===== src/rv_config.svh =====
`ifndef RV_CONFIG_SVH
`define RV_CONFIG_SVH

// Datapath width and architectural register count
`define RV_XLEN 32
`define RV_NREGS 32

// Wishbone word addresses
`define RV_ADDR_INSN 0 // Write issues an instruction
`define RV_ADDR_RETIRED 1 // Read returns retire count

`endif


===== src/rv_isa_pkg.sv =====
`default_nettype none

package rv_isa_pkg;

	// Major opcodes handled by the pipeline
	typedef enum logic [6:0] {
		OPC_OP     = 7'b0110011,
		OPC_OP_IMM = 7'b0010011,
		OPC_LUI    = 7'b0110111,
		OPC_AUIPC  = 7'b0010111,
		OPC_JAL    = 7'b1101111,
		OPC_BRANCH = 7'b1100011
	} rv_opcode_e;

	// Encoded as {funct7[5], funct3} for the register forms
	typedef enum logic [3:0] {
		ALU_ADD    = 4'b0000,
		ALU_SLL    = 4'b0001,
		ALU_SLT    = 4'b0010,
		ALU_SLTU   = 4'b0011,
		ALU_XOR    = 4'b0100,
		ALU_SRL    = 4'b0101,
		ALU_OR     = 4'b0110,
		ALU_AND    = 4'b0111,
		ALU_SUB    = 4'b1000,
		ALU_SRA    = 4'b1101,
		ALU_PASS_B = 4'b1111 // LUI
	} rv_alu_op_e;

	// Branch funct3
	typedef enum logic [2:0] {
		BR_BEQ  = 3'b000,
		BR_BNE  = 3'b001,
		BR_BLT  = 3'b100,
		BR_BGE  = 3'b101,
		BR_BLTU = 3'b110,
		BR_BGEU = 3'b111
	} rv_br_cond_e;

endpackage

`default_nettype wire


===== src/rv_pipe_pkg.sv =====
`default_nettype none

package rv_pipe_pkg;

	// Source of an execute operand
	typedef enum logic [1:0] {
		FWD_REG = 2'b00, // Register file value
		FWD_EXE = 2'b01, // Execute register result
		FWD_WB  = 2'b10 // Writeback data
	} rv_fwd_sel_e;

	// What gets written to rd
	typedef enum logic [1:0] {
		WB_ALU  = 2'b00,
		WB_PC4  = 2'b01,
		WB_NONE = 2'b10
	} rv_wb_sel_e;

endpackage

`default_nettype wire


===== src/rv_pipe_if.sv =====
`timescale 1ns/1ps
`default_nettype none
`include "rv_config.svh"

// Decode to execute
interface id_ex_if;
	localparam int RW = $clog2(`RV_NREGS);

	logic valid;
	logic [`RV_XLEN-1:0] pc, pc4;
	logic [`RV_XLEN-1:0] rs1_val, rs2_val, imm;
	logic [RW-1:0] rs1, rs2, rd;
	rv_isa_pkg::rv_alu_op_e alu_op;
	logic a_sel; // 1 selects pc
	logic b_sel; // 1 selects imm
	rv_pipe_pkg::rv_wb_sel_e wb_sel;
	logic br;
	rv_isa_pkg::rv_br_cond_e br_cond;

	modport out (output valid, pc, pc4, rs1_val, rs2_val, imm, rs1, rs2, rd,
		alu_op, a_sel, b_sel, wb_sel, br, br_cond);
	modport in (input valid, pc, pc4, rs1_val, rs2_val, imm, rs1, rs2, rd,
		alu_op, a_sel, b_sel, wb_sel, br, br_cond);
endinterface

// Execute to result
interface ex_res_if;
	localparam int RW = $clog2(`RV_NREGS);

	logic valid;
	logic [`RV_XLEN-1:0] alu, pc4;
	logic [RW-1:0] rd;
	rv_pipe_pkg::rv_wb_sel_e wb_sel;
	logic br;
	rv_isa_pkg::rv_br_cond_e br_cond;
	logic br_eq, br_lt;

	modport out (output valid, alu, pc4, rd, wb_sel, br, br_cond, br_eq, br_lt);
	modport in (input valid, alu, pc4, rd, wb_sel, br, br_cond, br_eq, br_lt);
endinterface

`default_nettype wire


===== src/rv_core_top.sv =====
`timescale 1ns/1ps
`default_nettype none
`include "rv_config.svh"

module rv_core_top (
	input  logic clk_i,
	input  logic rst_ni,
	input  logic wb_cyc_i,
	input  logic wb_stb_i,
	input  logic wb_we_i,
	input  logic [`RV_XLEN-1:0] wb_adr_i,
	input  logic [`RV_XLEN-1:0] wb_dat_i,
	output logic [`RV_XLEN-1:0] wb_dat_o,
	output logic wb_ack_o,
	output logic retire_valid_o,
	output logic retire_we_o,
	output logic [$clog2(`RV_NREGS)-1:0] retire_rd_o,
	output logic [`RV_XLEN-1:0] retire_data_o,
	output logic branch_taken_o
);

	logic issue;
	logic [`RV_XLEN-1:0] insn;
	logic [`RV_XLEN-1:0] retired;
	logic wb_we;
	logic [$clog2(`RV_NREGS)-1:0] wb_rd;
	logic [`RV_XLEN-1:0] wb_data;

	id_ex_if id_ex ();
	ex_res_if ex_res ();

	rv_wb_port rv_wb_port_i (
		.clk_i     (clk_i),
		.rst_ni    (rst_ni),
		.wb_cyc_i  (wb_cyc_i),
		.wb_stb_i  (wb_stb_i),
		.wb_we_i   (wb_we_i),
		.wb_adr_i  (wb_adr_i),
		.wb_dat_i  (wb_dat_i),
		.wb_dat_o  (wb_dat_o),
		.wb_ack_o  (wb_ack_o),
		.issue_o   (issue),
		.insn_o    (insn),
		.retired_i (retired)
	);

	rv_decode rv_decode_i (
		.clk_i     (clk_i),
		.rst_ni    (rst_ni),
		.issue_i   (issue),
		.insn_i    (insn),
		.wb_we_i   (wb_we),
		.wb_rd_i   (wb_rd),
		.wb_data_i (wb_data),
		.id_ex     (id_ex.out)
	);

	rv_execute rv_execute_i (
		.clk_i     (clk_i),
		.rst_ni    (rst_ni),
		.id_ex     (id_ex.in),
		.ex_res    (ex_res.out),
		.wb_we_i   (wb_we),
		.wb_rd_i   (wb_rd),
		.wb_data_i (wb_data)
	);

	rv_result rv_result_i (
		.clk_i          (clk_i),
		.rst_ni         (rst_ni),
		.ex_res         (ex_res.in),
		.wb_we_o        (wb_we),
		.wb_rd_o        (wb_rd),
		.wb_data_o      (wb_data),
		.retire_valid_o (retire_valid_o),
		.branch_taken_o (branch_taken_o),
		.retired_o      (retired)
	);

	// Writeback doubles as the retire report
	assign retire_we_o = wb_we;
	assign retire_rd_o = wb_rd;
	assign retire_data_o = wb_data;

endmodule

`default_nettype wire


===== src/rv_decode.sv =====
`timescale 1ns/1ps
`default_nettype none
`include "rv_config.svh"

module rv_decode (
	input  logic clk_i,
	input  logic rst_ni,
	input  logic issue_i,
	input  logic [`RV_XLEN-1:0] insn_i,
	input  logic wb_we_i,
	input  logic [$clog2(`RV_NREGS)-1:0] wb_rd_i,
	input  logic [`RV_XLEN-1:0] wb_data_i,
	id_ex_if.out id_ex
);

	localparam int RW = $clog2(`RV_NREGS);

	logic valid_q;
	logic [`RV_XLEN-1:0] insn_q, pc_q, pc_next;
	logic [`RV_XLEN-1:0] regs [1:`RV_NREGS-1];
	logic [RW-1:0] rs1, rs2, rd;
	logic [2:0] funct3;
	logic f7b5;
	rv_isa_pkg::rv_opcode_e opcode;
	logic [`RV_XLEN-1:0] imm_i, imm_u, imm_b, imm_j;
	logic [`RV_XLEN-1:0] imm;
	rv_isa_pkg::rv_alu_op_e alu_op;
	logic a_sel, b_sel, br;
	rv_pipe_pkg::rv_wb_sel_e wb_sel;

	// Instruction register, loaded on the bus accept edge
	always_ff @(posedge clk_i, negedge rst_ni) begin
		if (!rst_ni) begin
			valid_q <= 1'b0;
			pc_next <= '0;
		end else begin
			valid_q <= issue_i;
			if (issue_i) begin
				pc_next <= pc_next + `RV_XLEN'd4;
			end
		end
	end

	always_ff @(posedge clk_i) begin
		if (issue_i) begin
			insn_q <= insn_i;
			pc_q <= pc_next;
		end
	end

	assign opcode = rv_isa_pkg::rv_opcode_e'(insn_q[6:0]);
	assign rd = insn_q[11:7];
	assign funct3 = insn_q[14:12];
	assign rs1 = insn_q[19:15];
	assign rs2 = insn_q[24:20];
	assign f7b5 = insn_q[30];

	assign imm_i = {{(`RV_XLEN-12){insn_q[31]}}, insn_q[31:20]};
	assign imm_u = {insn_q[31:12], 12'b0};
	assign imm_b = {{(`RV_XLEN-12){insn_q[31]}}, insn_q[7], insn_q[30:25], insn_q[11:8], 1'b0};
	assign imm_j = {{(`RV_XLEN-20){insn_q[31]}}, insn_q[19:12], insn_q[20], insn_q[30:21], 1'b0};

	always_comb begin
		alu_op = rv_isa_pkg::ALU_ADD;
		a_sel = 1'b0;
		b_sel = 1'b0;
		br = 1'b0;
		imm = imm_i;
		wb_sel = rv_pipe_pkg::WB_NONE; // Unknown opcodes retire as bubbles
		case (opcode)
			rv_isa_pkg::OPC_OP: begin
				alu_op = rv_isa_pkg::rv_alu_op_e'({f7b5, funct3});
				wb_sel = rv_pipe_pkg::WB_ALU;
			end
			rv_isa_pkg::OPC_OP_IMM: begin
				// funct7 only meaningful for the right shifts
				alu_op = rv_isa_pkg::rv_alu_op_e'({f7b5 & (funct3 == 3'b101), funct3});
				b_sel = 1'b1;
				wb_sel = rv_pipe_pkg::WB_ALU;
			end
			rv_isa_pkg::OPC_LUI: begin
				alu_op = rv_isa_pkg::ALU_PASS_B;
				b_sel = 1'b1;
				imm = imm_u;
				wb_sel = rv_pipe_pkg::WB_ALU;
			end
			rv_isa_pkg::OPC_AUIPC: begin
				a_sel = 1'b1;
				b_sel = 1'b1;
				imm = imm_u;
				wb_sel = rv_pipe_pkg::WB_ALU;
			end
			rv_isa_pkg::OPC_JAL: begin
				a_sel = 1'b1; // ALU forms the target, rd gets pc+4
				b_sel = 1'b1;
				imm = imm_j;
				wb_sel = rv_pipe_pkg::WB_PC4;
			end
			rv_isa_pkg::OPC_BRANCH: begin
				a_sel = 1'b1;
				b_sel = 1'b1;
				imm = imm_b;
				br = 1'b1;
			end
			default: ;
		endcase
	end

	// Register file, x0 not stored
	always_ff @(posedge clk_i, negedge rst_ni) begin
		if (!rst_ni) begin
			for (int i = 1; i < `RV_NREGS; i++) begin
				regs[i] <= '0;
			end
		end else if (wb_we_i && wb_rd_i != '0) begin
			regs[wb_rd_i] <= wb_data_i;
		end
	end

	// Write-first read
	function automatic logic [`RV_XLEN-1:0] read_reg(input logic [RW-1:0] idx);
		if (idx == '0) begin
			return '0;
		end
		if (wb_we_i && wb_rd_i == idx) begin
			return wb_data_i;
		end
		return regs[idx];
	endfunction

	always_ff @(posedge clk_i, negedge rst_ni) begin
		if (!rst_ni) begin
			id_ex.valid <= 1'b0;
		end else begin
			id_ex.valid <= valid_q;
		end
	end

	always_ff @(posedge clk_i) begin
		id_ex.pc <= pc_q;
		id_ex.pc4 <= pc_q + `RV_XLEN'd4;
		id_ex.rs1_val <= read_reg(rs1);
		id_ex.rs2_val <= read_reg(rs2);
		id_ex.imm <= imm;
		id_ex.rs1 <= rs1;
		id_ex.rs2 <= rs2;
		id_ex.rd <= rd;
		id_ex.alu_op <= alu_op;
		id_ex.a_sel <= a_sel;
		id_ex.b_sel <= b_sel;
		id_ex.wb_sel <= wb_sel;
		id_ex.br <= br;
		id_ex.br_cond <= rv_isa_pkg::rv_br_cond_e'(funct3);
	end

endmodule

`default_nettype wire


===== src/rv_execute.sv =====
`timescale 1ns/1ps
`default_nettype none
`include "rv_config.svh"

module rv_execute (
	input  logic clk_i,
	input  logic rst_ni,
	id_ex_if.in id_ex,
	ex_res_if.out ex_res,
	input  logic wb_we_i,
	input  logic [$clog2(`RV_NREGS)-1:0] wb_rd_i,
	input  logic [`RV_XLEN-1:0] wb_data_i
);

	localparam int RW = $clog2(`RV_NREGS);

	logic exe_we;
	logic [`RV_XLEN-1:0] exe_data;
	rv_pipe_pkg::rv_fwd_sel_e fwd_a, fwd_b;
	logic [`RV_XLEN-1:0] rs1_fwd, rs2_fwd;
	logic [`RV_XLEN-1:0] op_a, op_b, alu;
	logic br_un, br_eq, br_lt;

	function automatic rv_pipe_pkg::rv_fwd_sel_e fwd_sel(
		input logic [RW-1:0] idx,
		input logic ex_we,
		input logic [RW-1:0] ex_rd,
		input logic res_we,
		input logic [RW-1:0] res_rd
	);
		if (idx == '0) begin
			return rv_pipe_pkg::FWD_REG;
		end
		if (ex_we && ex_rd == idx) begin
			return rv_pipe_pkg::FWD_EXE; // Youngest producer wins
		end
		if (res_we && res_rd == idx) begin
			return rv_pipe_pkg::FWD_WB;
		end
		return rv_pipe_pkg::FWD_REG;
	endfunction

	function automatic logic [`RV_XLEN-1:0] fwd_mux(
		input rv_pipe_pkg::rv_fwd_sel_e sel,
		input logic [`RV_XLEN-1:0] reg_val,
		input logic [`RV_XLEN-1:0] ex_val,
		input logic [`RV_XLEN-1:0] wb_val
	);
		case (sel)
			rv_pipe_pkg::FWD_EXE: return ex_val;
			rv_pipe_pkg::FWD_WB: return wb_val;
			default: return reg_val;
		endcase
	endfunction

	// In-flight result held in the execute register
	assign exe_we = ex_res.valid && ex_res.wb_sel != rv_pipe_pkg::WB_NONE;
	assign exe_data = (ex_res.wb_sel == rv_pipe_pkg::WB_PC4) ? ex_res.pc4 : ex_res.alu;

	assign fwd_a = fwd_sel(id_ex.rs1, exe_we, ex_res.rd, wb_we_i, wb_rd_i);
	assign fwd_b = fwd_sel(id_ex.rs2, exe_we, ex_res.rd, wb_we_i, wb_rd_i);
	assign rs1_fwd = fwd_mux(fwd_a, id_ex.rs1_val, exe_data, wb_data_i);
	assign rs2_fwd = fwd_mux(fwd_b, id_ex.rs2_val, exe_data, wb_data_i);

	assign op_a = id_ex.a_sel ? id_ex.pc : rs1_fwd;
	assign op_b = id_ex.b_sel ? id_ex.imm : rs2_fwd;

	always_comb begin
		case (id_ex.alu_op)
			rv_isa_pkg::ALU_SUB: alu = op_a - op_b;
			rv_isa_pkg::ALU_SLL: alu = op_a << op_b[4:0];
			rv_isa_pkg::ALU_SLT: alu = {{(`RV_XLEN-1){1'b0}}, $signed(op_a) < $signed(op_b)};
			rv_isa_pkg::ALU_SLTU: alu = {{(`RV_XLEN-1){1'b0}}, op_a < op_b};
			rv_isa_pkg::ALU_XOR: alu = op_a ^ op_b;
			rv_isa_pkg::ALU_SRL: alu = op_a >> op_b[4:0];
			rv_isa_pkg::ALU_SRA: alu = $unsigned($signed(op_a) >>> op_b[4:0]);
			rv_isa_pkg::ALU_OR: alu = op_a | op_b;
			rv_isa_pkg::ALU_AND: alu = op_a & op_b;
			rv_isa_pkg::ALU_PASS_B: alu = op_b;
			default: alu = op_a + op_b;
		endcase
	end

	// Branch compare always on the forwarded registers
	assign br_un = (id_ex.br_cond == rv_isa_pkg::BR_BLTU) ||
		(id_ex.br_cond == rv_isa_pkg::BR_BGEU);
	assign br_eq = (rs1_fwd == rs2_fwd);
	assign br_lt = br_un ? (rs1_fwd < rs2_fwd) : ($signed(rs1_fwd) < $signed(rs2_fwd));

	always_ff @(posedge clk_i, negedge rst_ni) begin
		if (!rst_ni) begin
			ex_res.valid <= 1'b0;
		end else begin
			ex_res.valid <= id_ex.valid;
		end
	end

	always_ff @(posedge clk_i) begin
		ex_res.alu <= alu;
		ex_res.pc4 <= id_ex.pc4;
		ex_res.rd <= id_ex.rd;
		ex_res.wb_sel <= id_ex.wb_sel;
		ex_res.br <= id_ex.br;
		ex_res.br_cond <= id_ex.br_cond;
		ex_res.br_eq <= br_eq;
		ex_res.br_lt <= br_lt;
	end

endmodule

`default_nettype wire


===== src/rv_result.sv =====
`timescale 1ns/1ps
`default_nettype none
`include "rv_config.svh"

module rv_result (
	input  logic clk_i,
	input  logic rst_ni,
	ex_res_if.in ex_res,
	output logic wb_we_o,
	output logic [$clog2(`RV_NREGS)-1:0] wb_rd_o,
	output logic [`RV_XLEN-1:0] wb_data_o,
	output logic retire_valid_o,
	output logic branch_taken_o,
	output logic [`RV_XLEN-1:0] retired_o
);

	logic valid_q, br_q, br_eq_q, br_lt_q, taken;
	logic [`RV_XLEN-1:0] alu_q, pc4_q;
	rv_pipe_pkg::rv_wb_sel_e wb_sel_q;
	rv_isa_pkg::rv_br_cond_e br_cond_q;

	always_ff @(posedge clk_i, negedge rst_ni) begin
		if (!rst_ni) begin
			valid_q <= 1'b0;
			retired_o <= '0;
		end else begin
			valid_q <= ex_res.valid;
			if (ex_res.valid) begin
				retired_o <= retired_o + 1'b1; // Counts with the retire it belongs to
			end
		end
	end

	always_ff @(posedge clk_i) begin
		alu_q <= ex_res.alu;
		pc4_q <= ex_res.pc4;
		wb_rd_o <= ex_res.rd;
		wb_sel_q <= ex_res.wb_sel;
		br_q <= ex_res.br;
		br_cond_q <= ex_res.br_cond;
		br_eq_q <= ex_res.br_eq;
		br_lt_q <= ex_res.br_lt;
	end

	always_comb begin
		case (br_cond_q)
			rv_isa_pkg::BR_BEQ: taken = br_eq_q;
			rv_isa_pkg::BR_BNE: taken = !br_eq_q;
			rv_isa_pkg::BR_BLT, rv_isa_pkg::BR_BLTU: taken = br_lt_q;
			rv_isa_pkg::BR_BGE, rv_isa_pkg::BR_BGEU: taken = !br_lt_q;
			default: taken = 1'b0;
		endcase
	end

	assign wb_we_o = valid_q && wb_sel_q != rv_pipe_pkg::WB_NONE && wb_rd_o != '0;
	assign wb_data_o = (wb_sel_q == rv_pipe_pkg::WB_PC4) ? pc4_q : alu_q;
	assign retire_valid_o = valid_q;
	assign branch_taken_o = valid_q & br_q & taken; // Reported only, no redirect

endmodule

`default_nettype wire


===== src/rv_wb_port.sv =====
`timescale 1ns/1ps
`default_nettype none
`include "rv_config.svh"

module rv_wb_port (
	input  logic clk_i,
	input  logic rst_ni,
	input  logic wb_cyc_i,
	input  logic wb_stb_i,
	input  logic wb_we_i,
	input  logic [`RV_XLEN-1:0] wb_adr_i,
	input  logic [`RV_XLEN-1:0] wb_dat_i,
	output logic [`RV_XLEN-1:0] wb_dat_o,
	output logic wb_ack_o,
	output logic issue_o,
	output logic [`RV_XLEN-1:0] insn_o,
	input  logic [`RV_XLEN-1:0] retired_i
);

	logic req;
	logic ack_q;
	logic hit_insn, hit_retired;

	assign req = wb_cyc_i & wb_stb_i;

	// One ack per request, never twice in a row
	always_ff @(posedge clk_i, negedge rst_ni) begin
		if (!rst_ni) begin
			ack_q <= 1'b0;
		end else begin
			ack_q <= req & ~ack_q;
		end
	end

	// Ack falls as soon as the master lets go
	assign wb_ack_o = ack_q & req;

	assign hit_insn = (wb_adr_i == `RV_ADDR_INSN);
	assign hit_retired = (wb_adr_i == `RV_ADDR_RETIRED);

	// Accepted write to the instruction address
	assign issue_o = wb_ack_o & wb_we_i & hit_insn;
	assign insn_o = wb_dat_i;

	// Other addresses read as zero
	always_comb begin
		wb_dat_o = '0;
		if (hit_retired) begin
			wb_dat_o = retired_i;
		end
	end

endmodule

`default_nettype wire


===== config.mk =====
export PLATFORM = sky130hd
export DESIGN_NAME = rv_core_top
export DESIGN_NICKNAME = d
export VERILOG_FILES = /design/src/rv_isa_pkg.sv /design/src/rv_pipe_pkg.sv /design/src/rv_pipe_if.sv /design/src/rv_core_top.sv /design/src/rv_decode.sv /design/src/rv_execute.sv /design/src/rv_result.sv /design/src/rv_wb_port.sv
export VERILOG_INCLUDE_DIRS = /design/src /design/src/src
export SDC_FILE = /design/constraint.sdc
export NUM_CORES = 2
export LEC_CHECK = 0
export BUFFER_PORTS_ARGS = -buffer_cell sky130_fd_sc_hd__buf_2
export CAP_MARGIN = 0
export CORE_MARGIN = 2
export CORE_UTILIZATION = 46
export DETAILED_ROUTE_END_ITERATION = 10
export PLACE_DENSITY = 0.67
export SYNTH_ARGS = -nofsm -noshare
export SYNTH_HDL_FRONTEND = slang
export SYNTH_HIERARCHICAL = 1
export SYNTH_SLANG_ARGS = --single-unit
export TNS_END_PERCENT = 5

===== constraint.sdc =====
create_clock -name clk_i -period 11.76 [get_ports clk_i]
set_input_delay 2.352 -clock clk_i [delete_from_list [all_inputs] [get_ports clk_i]]
set_output_delay 2.352 -clock clk_i [all_outputs]
set_load 0.02 [all_outputs]

# [Word level (Yosys, flattened, before mapping)]
# Cells that the tools add are included.
# W data, S select, Z words.
[totals] regBits=1466 output_inout_bits=73 wordCells=231
[op_classes] n_shift=3 n_mux=63 reduce_logical=27 n_lt_le_gt_ge=8 n_bitwise=15 n_eq_ne=40 add_sub_neg=5
[ops] cell="$bwmux W992" count=1
[ops] cell="$mux W32" count=18
[ops] cell="$bmux W32 S5" count=2
[ops] cell="$pmux W32 S10" count=1
[ops] cell="$demux W32 S5" count=1
[ops] cell="$lt A32 B32 Y1" count=4
[ops] cell="$pmux W32 S2" count=2
[ops] cell="$pmux W31 S3" count=1
[ops] cell="$add A32 B3 Y32 const B" count=2
[ops] cell="$add A32 B1 Y32 const B" count=1
[ops] cell="$add A32 B32 Y32" count=1
[ops] cell="$and A32 B32 Y32" count=1
[ops] cell="$eq A32 B1 Y1 const B" count=1
[ops] cell="$eq A32 B32 Y1" count=1
[ops] cell="$logic_not A32 Y1" count=1
[ops] cell="$or A32 B32 Y32" count=1
[ops] cell="$shl A32 B5 Y32" count=1
[ops] cell="$shr A32 B5 Y32" count=1
[ops] cell="$sshr A32 B5 Y32" count=1
[ops] cell="$sub A32 B32 Y32" count=1
[ops] cell="$xor A32 B32 Y32" count=1
[ops] cell="$eq A5 B5 Y1" count=6
[ops] cell="$mux W2" count=12
[ops] cell="$mux W1" count=22
[ops] cell="30 further kinds" count=77

# [Depth between registers and ports, before layout]
[logic_depth] ltp_word=15 depth_mapped=27 ltp_nobuf=24

# [Cells and area by module]
# Netlist, hierarchy kept.
[by_module_without_submodules] module="rv_decode" seq_area_each_um2=31149.9 cells_per_inst=4377 area_each_um2=62064.5 n_inst=1
[by_module_without_submodules] module="rv_execute" seq_area_each_um2=1566.5 cells_per_inst=1966 area_each_um2=14401.3 n_inst=1
[by_module_without_submodules] module="rv_result" seq_area_each_um2=2367.3 cells_per_inst=253 area_each_um2=3507.1 n_inst=1
[by_module_without_submodules] module="rv_wb_port" seq_area_each_um2=25.0 cells_per_inst=122 area_each_um2=859.6 n_inst=1

# [Least setup slack after synthesis]
# Ideal clock, no wire load.
[synth_timing] path_type="input -> register" from="input port wb_adr_i[14]" to="register rv_decode_i.pc_next[21]" required_ns=11.637 t_arrival_ns=8.721 cell_stages=9 path_buffers=1 slack_ns=2.916 path_cell_list="nor4_1 -> nand4_2 -> nor3_1 -> clkbuf_1 -> and4_1 -> nand4_1 -> nor4_1 -> nand3_1 -> xnor2_1"
[synth_between] elab_chain_len=2
[synth_lines] item="start: declaration" line_no="rv_core_top.sv:11" text="input logic [`RV_XLEN-1:0] wb_adr_i,"
[synth_lines] item="$logic_not A32 Y1 (no source line)"
[synth_lines] item="$and A1 B1 Y1" line_no="rv_wb_port.sv:42" text="assign issue_o = wb_ack_o & wb_we_i & hit_insn;"
[synth_lines] item="via issue" line_no="rv_core_top.sv:22" text="logic issue;"
[synth_lines] item="end signal: assignment" line_no="rv_decode.sv:39" text="pc_next <= pc_next + `RV_XLEN'd4;"
[synth_lines] item="end: declaration" line_no="rv_decode.sv:19" text="logic [`RV_XLEN-1:0] insn_q, pc_q, pc_next;"
# The timed path passes the listed nets, and every way through them passes these cells.
# A chain may end at the register's enable or synchronous reset.

# [Final worst setup path]
[layout_timing] from="register rv_result_i.wb_rd_o[0]" to="register rv_execute_i.ex_res.alu[27]"
[layout_between] elab_chain_len=14 word_cells_on_any_way=37 classes_between="add/sub: 2; eq/ne: 6; shift: 3; mux: 19; bitwise: 3; reduce/logical: 4"
[layout_lines] item="start: declaration" line_no="rv_result.sv:10" text="output logic [$clog2(`RV_NREGS)-1:0] wb_rd_o,"
[layout_lines] item="start signal: assignment" line_no="rv_result.sv:37" text="wb_rd_o <= ex_res.rd;"
[layout_lines] item="$reduce_bool A5 Y1" line_no="rv_result.sv:55" text="assign wb_we_o = valid_q && wb_sel_q != rv_pipe_pkg::WB_NONE && wb_rd_o != '0;"
[layout_lines] item="$logic_and A1 B1 Y1" line_no="rv_result.sv:55"
[layout_lines] item="$logic_and A1 B1 Y1" line_no="rv_execute.sv:37" text="if (res_we && res_rd == idx) begin"
[layout_lines] item="$mux W1 (2 in series)" line_no="rv_execute.sv:37"
[layout_lines] item="$mux W1" line_no="rv_execute.sv:34" text="if (ex_we && ex_rd == idx) begin"
[layout_lines] item="$mux W2" line_no="rv_execute.sv:40" text="return rv_pipe_pkg::FWD_REG;"
[layout_lines] item="$mux W2" line_no="rv_execute.sv:37"
[layout_lines] item="$mux W2" line_no="rv_execute.sv:34"
[layout_lines] item="$eq A2 B2 Y1 or $eq A2 B1 Y1 (tied branches)" line_no="rv_execute.sv:49" text="case (sel)"
[layout_lines] item="$pmux W32 S2" line_no="rv_execute.sv:49"
[layout_lines] item="$mux W32, on equally long branches" line_no="rv_execute.sv:65, rv_execute.sv:66"
[layout_lines] item="$add A32 B32 Y32, or another cell as far along" line_no="rv_execute.sv:80" text="default: alu = op_a + op_b;"
[layout_lines] item="$pmux W32 S10 (*)" line_no="rv_execute.sv:69" text="case (id_ex.alu_op)"
[layout_lines] item="via rv_execute_i.alu[27]" line_no="rv_execute.sv:21" text="logic [`RV_XLEN-1:0] op_a, op_b, alu;"
[layout_lines] item="end: declaration" line_no="rv_pipe_if.sv:38" text="modport out (output valid, alu, pc4, rd, wb_sel, br, br_cond, br_eq, br_lt);"
# The timed path passes the listed nets; every way through them passes the cells marked *. The select of a mux whose other input is x is not followed.

==> implementation parameters <==
Parameter                              Value

Outcome
  Run status    finished clean

Clock tree
  Clock sink count    1,458
  Longest Clk Path Bufs    3
  CTS buffer count    159
  Total number of H-tree levels    4
  Clk_lat worst skew    820 ps
  Post-CTS setup buffer count    0
  Clock slew seen by the registers of the worst setup and hold paths    60 ps
  TritonCTS clock tree    built
  Number of buffers added to fix hold violations after cts    0
  Root buffer cell    clkbuf_16
  Number of instances resized during post-cts repair    0

Min path
  Worst Hold Depth    0
  Worst Min Path Start    rv_decode_i/id_ex.br
  Type of the worst min-delay path    reg -> reg
  Hold-critical path endpoint    rv_execute_i/ex_res.br

STA
  Max Transition Viols Final    0
  Fin Clk Skew    42.14 ps
  Hold Vio Cnt, Final    0
  # setup viols final    0
  Final Critical Period    8003 ps
  Maximum operating frequency    125.0 MHz
  Final cycle utilization of the critical path    68.05%
  Measured slew at the worst slew-check pin    1234 ps
  Max-slew headroom    17.55%
  Sum of negative setup slack    0 ps
  Unrepaired setup endpoints after global routing    no

Drt
  First-pass DRT Iterations    8
  Vias after detailed routing    59,770
  Routed wire length on met2    127.5 mm
  DRC errors left    0
  Number of vias per cell after detailed routing    6.627
  Wire length per cell after detailed routing    30.86 um
  Final antenna-violating net count    0
  Highest routing layer actually used    met5
  Post-Route M1 WL    110.4 mm
  Final wirelength    278.4 mm
  Number of DRC markers in iteration 0    7,241
  Sum of met3 wire segment lengths after detailed routing    25.73 mm

Placed design
  Placement Cell Area    83,090 um^2
  Placer's final routability congestion estimate    0.9823
  Detail Placement HPWL    175.2 mm
  Total instance count after detailed placement    8,720
  Input/output buffers    141

Worst setup path
  Worst path slowest cell    a21oi_1
  Type of the worst setup path    reg -> reg
  Data required, critical path    12,380 ps
  Crit path capture type    flop
  Startpoint type of the worst setup path    flop
  Startpoint of the lowest-slack register-to-register path    rv_result_i/wb_rd_o[0]
  Crit path max fanout    64
  Crit-path cells    nor3_1 -> a21oi_1 -> nand2_1 -> or4_1 -> ha_2 -> buf_4 -> a221oi_1 -> o31ai_1 -> ha_1 -> and4_1 -> and3_1 -> a311o_1 -> o41ai_1 -> a21o_1 -> o2111ai_1 -> a41oi_1 -> o21ai_0 -> a211o_1 -> o31ai_1 -> o2111ai_1
  Terminus of the critical flop-to-flop path    rv_execute_i/ex_res.alu[27]
  Count of cells along the worst register-to-register path    20
  Data arrival at the endpoint of the critical path    8620 ps
  Worst setup slack for register-to-register paths    3760 ps
  Delay of the slowest cell on the worst path    900 ps

Pwr
  Power per standard cell area    114.8 nW/um^2
  Leakage power total    39.38 nW
  Net load switching power    2.203 mW
  Relative contribution of combinational cells to total power    0.9%
  Internal power consumption    7.937 mW
  Power after layout    10.14 mW
  Flop pwr share    49.6%
  Worst IR drop on VDD    0.1116 mV
  Sw frac    21.72%
  Share of total power in the clock network    49.5%

Synthesis
  Post-synthesis adder-cell area fraction    2.124%
  Multiplexer fraction of the synthesized cell area    30.78%
  Number of synthesized flops with an enable pin    62
  Cell types with the largest area share after synthesis    dfrtp_1, mux2_2, mux4_2
  Most used DFF post-synth    dfrtp_1
  Asr flop ratio synth    72.63%
  Post-synthesis sequential area ratio    43.43%
  Summed instance area of the synthesized netlist    80,830 um^2
  Compound-gate portion of the synthesized area    10.88%
  Cells after synthesis    6,718
  Mean instance size in the synthesized netlist    12.03 um^2
  Most common cell in the synthesized netlist    mux2_2
  Number of warnings reported in the yosys synthesis log    6
  Synth cell count leaders    mux2_2, dfrtp_1, nand2_1
  Post-synthesis sequential element count    1,458
  Number of unique standard cell types used by synthesis    121
  Combinational family with the most area after synthesis    multiplexers
  Post-synthesis share of cell area spent on and, or, nand and nor gates    6.688%
  Cell taking the most area after synthesis    dfrtp_1
  Share of the synthesized area in the top cell type    32.78%
  Xor/xnor share of the synthesized area    1.517%

Global route
  GRT Total Usage    30.49%
  Wire length of the first global-routing pass    406.5 mm
  Number of antenna violations at the first check in global routing    12
  Via count of the first global-routing pass    59,440
  Total gr overflow    0
  Largest net degree at the start of global routing    164

Die
  Initial Utilization    46.40%
  Floorplan die area    179,100 um^2
  DIE HEIGHT    423.2 um
  Number of ports placed on the die boundary    142
  Placeable core area    174,200 um^2
  Width of the chip    423.2 um
  Row count    153

Layout
  Share of the core filled with cells in the final layout    50.71%
  Relative area change from synthesis to final layout    9.292%
  Total non-filler cell area in the finished layout    88,340 um^2
  Final net count    6,762
  Number of fill cells    15,280
  Number of standard cells in the layout, taps in and fillers out    9,020
  Layout cells sized above 1    33.70%

Job
  Max_cap viols    0
## worst max path at each step
stage	to	cells after the start	start	slack [ps]
after floorplan	rv_decode_i/pc_next[21]	9	wb_adr_i[14]	2920
after global placement	rv_execute_i/ex_res.alu[31]	20	rv_result_i/wb_rd_o[1]	4160
after detailed placement	rv_execute_i/ex_res.alu[27]	20	rv_result_i/wb_rd_o[1]	3870
after CTS	rv_execute_i/ex_res.alu[27]	20	rv_result_i/wb_rd_o[0]	3850
after global routing	rv_execute_i/ex_res.alu[27]	20	rv_result_i/wb_rd_o[3]	3340
final	rv_execute_i/ex_res.alu[27]	20	rv_result_i/wb_rd_o[0]	3760
## cells in the final DEF (no fill, tap or decap), types with 24 or more instances in the layout
| cell | n |
|---|---|
| a211o_1 | 29 |
| mux2i_1 | 356 |
| xor2_1 | 42 |
| nand3_1 | 64 |
| nor2b_1 | 101 |
| dfrtp_1 | 1059 |
| a22oi_1 | 175 |
| o31ai_1 | 38 |
| nor3_2 | 34 |
| a32o_1 | 27 |
| inv_1 | 146 |
| buf_4 | 153 |
| clkbuf_16 | 165 |
| a31oi_1 | 51 |
| edfxtp_1 | 62 |
| a21oi_1 | 211 |
| nor2_1 | 216 |
| o21ai_0 | 147 |
| and3_1 | 25 |
| buf_2 | 140 |
| and2_1 | 24 |
| mux4_2 | 343 |
| xnor2_1 | 98 |
| clkbuf_8 | 24 |
| a221oi_1 | 61 |
| a21o_1 | 42 |
| a211oi_1 | 56 |
| clkbuf_1 | 45 |
| dfxtp_1 | 336 |
| nand4_1 | 46 |
| ha_1 | 133 |
| o221ai_1 | 49 |
| mux2_2 | 1202 |
| o22a_1 | 32 |
| o211ai_1 | 64 |
| nor3_1 | 64 |
| nand2_1 | 346 |
## power by group through the flow
stage	logic, mW	clock network (mW)	registers, mW
floorplan	0.0111	0	5.13
global placement	0.0935	0	5.12
detailed placement	0.0953	0	5.12
CTS	0.0955	5.10	5.03
global route	0.106	5.30	5.02
finish	0.0904	5.02	5.03
## flip-flops by register name (all words and copies together) (netlist names), 32 cells and up
| register | flops |
|---|---|
| rv_decode_i/id_ex.rs2_val | 32 |
| rv_result_i/pc4_q | 32 |
| rv_decode_i/id_ex.rs1_val | 32 |
| rv_result_i/retired_o | 32 |
| rv_decode_i/regs | 992 |
| rv_decode_i/id_ex.imm | 32 |
| rv_result_i/alu_q | 32 |
| rv_execute_i/ex_res.pc4 | 32 |
| rv_decode_i/insn_q | 32 |
| rv_execute_i/ex_res.alu | 32 |
## cell type report
type | instances | area [um^2] | share of cell area (%)
Clock inverter | 55 | 591.8 | 0.6699
Clock buffer | 234 | 4628 | 5.239
Timing Repair Buffer | 306 | 2092 | 2.368
Inverter | 152 | 573.1 | 0.6487
Tap cell | 2325 | 2909 | 3.293
Sequential cell | 1458 | 35110 | 39.74
Multi-Input combinational cell | 4480 | 42410 | 48.01
Antenna cell | 10 | 25.02 | 0.02833
## through the flow
stage | setup WS (ps) | hold WS (ps)
global route | 3339 | 326.2
global placement | 4160 | 310.2
floorplan | 2916 | 309.6
detailed placement | 3873 | 312.1
CTS | 3849 | 323.2
finish | 3757 | 323.2
## worst max-delay path, delay by kind of cell (launching register included)
family	cells	cell delay, ps
flops	1	670
buf+inv	1	480
compound gates	12	4560
simple gates	5	1220
fa+ha+maj	2	830
## metal layers
layer,up-vias,GRT usage (%)
li1,24910,-
met1,30760,40.19
met2,3292,47.84
met3,803,6.728
met4,12,14.34
met5,-,0
## cells by family after synthesis
logic type / count (synthesis)
other: 1
AOI/OAI and AO/OA: 1211
adders and majority gates: 136
muxes: 1905
DFF: 1458
and+or+nand+nor: 1084
xor gates and xnor gates: 140
buffers and inverters: 783
Note: power is estimated with default switching activity, not from simulation.
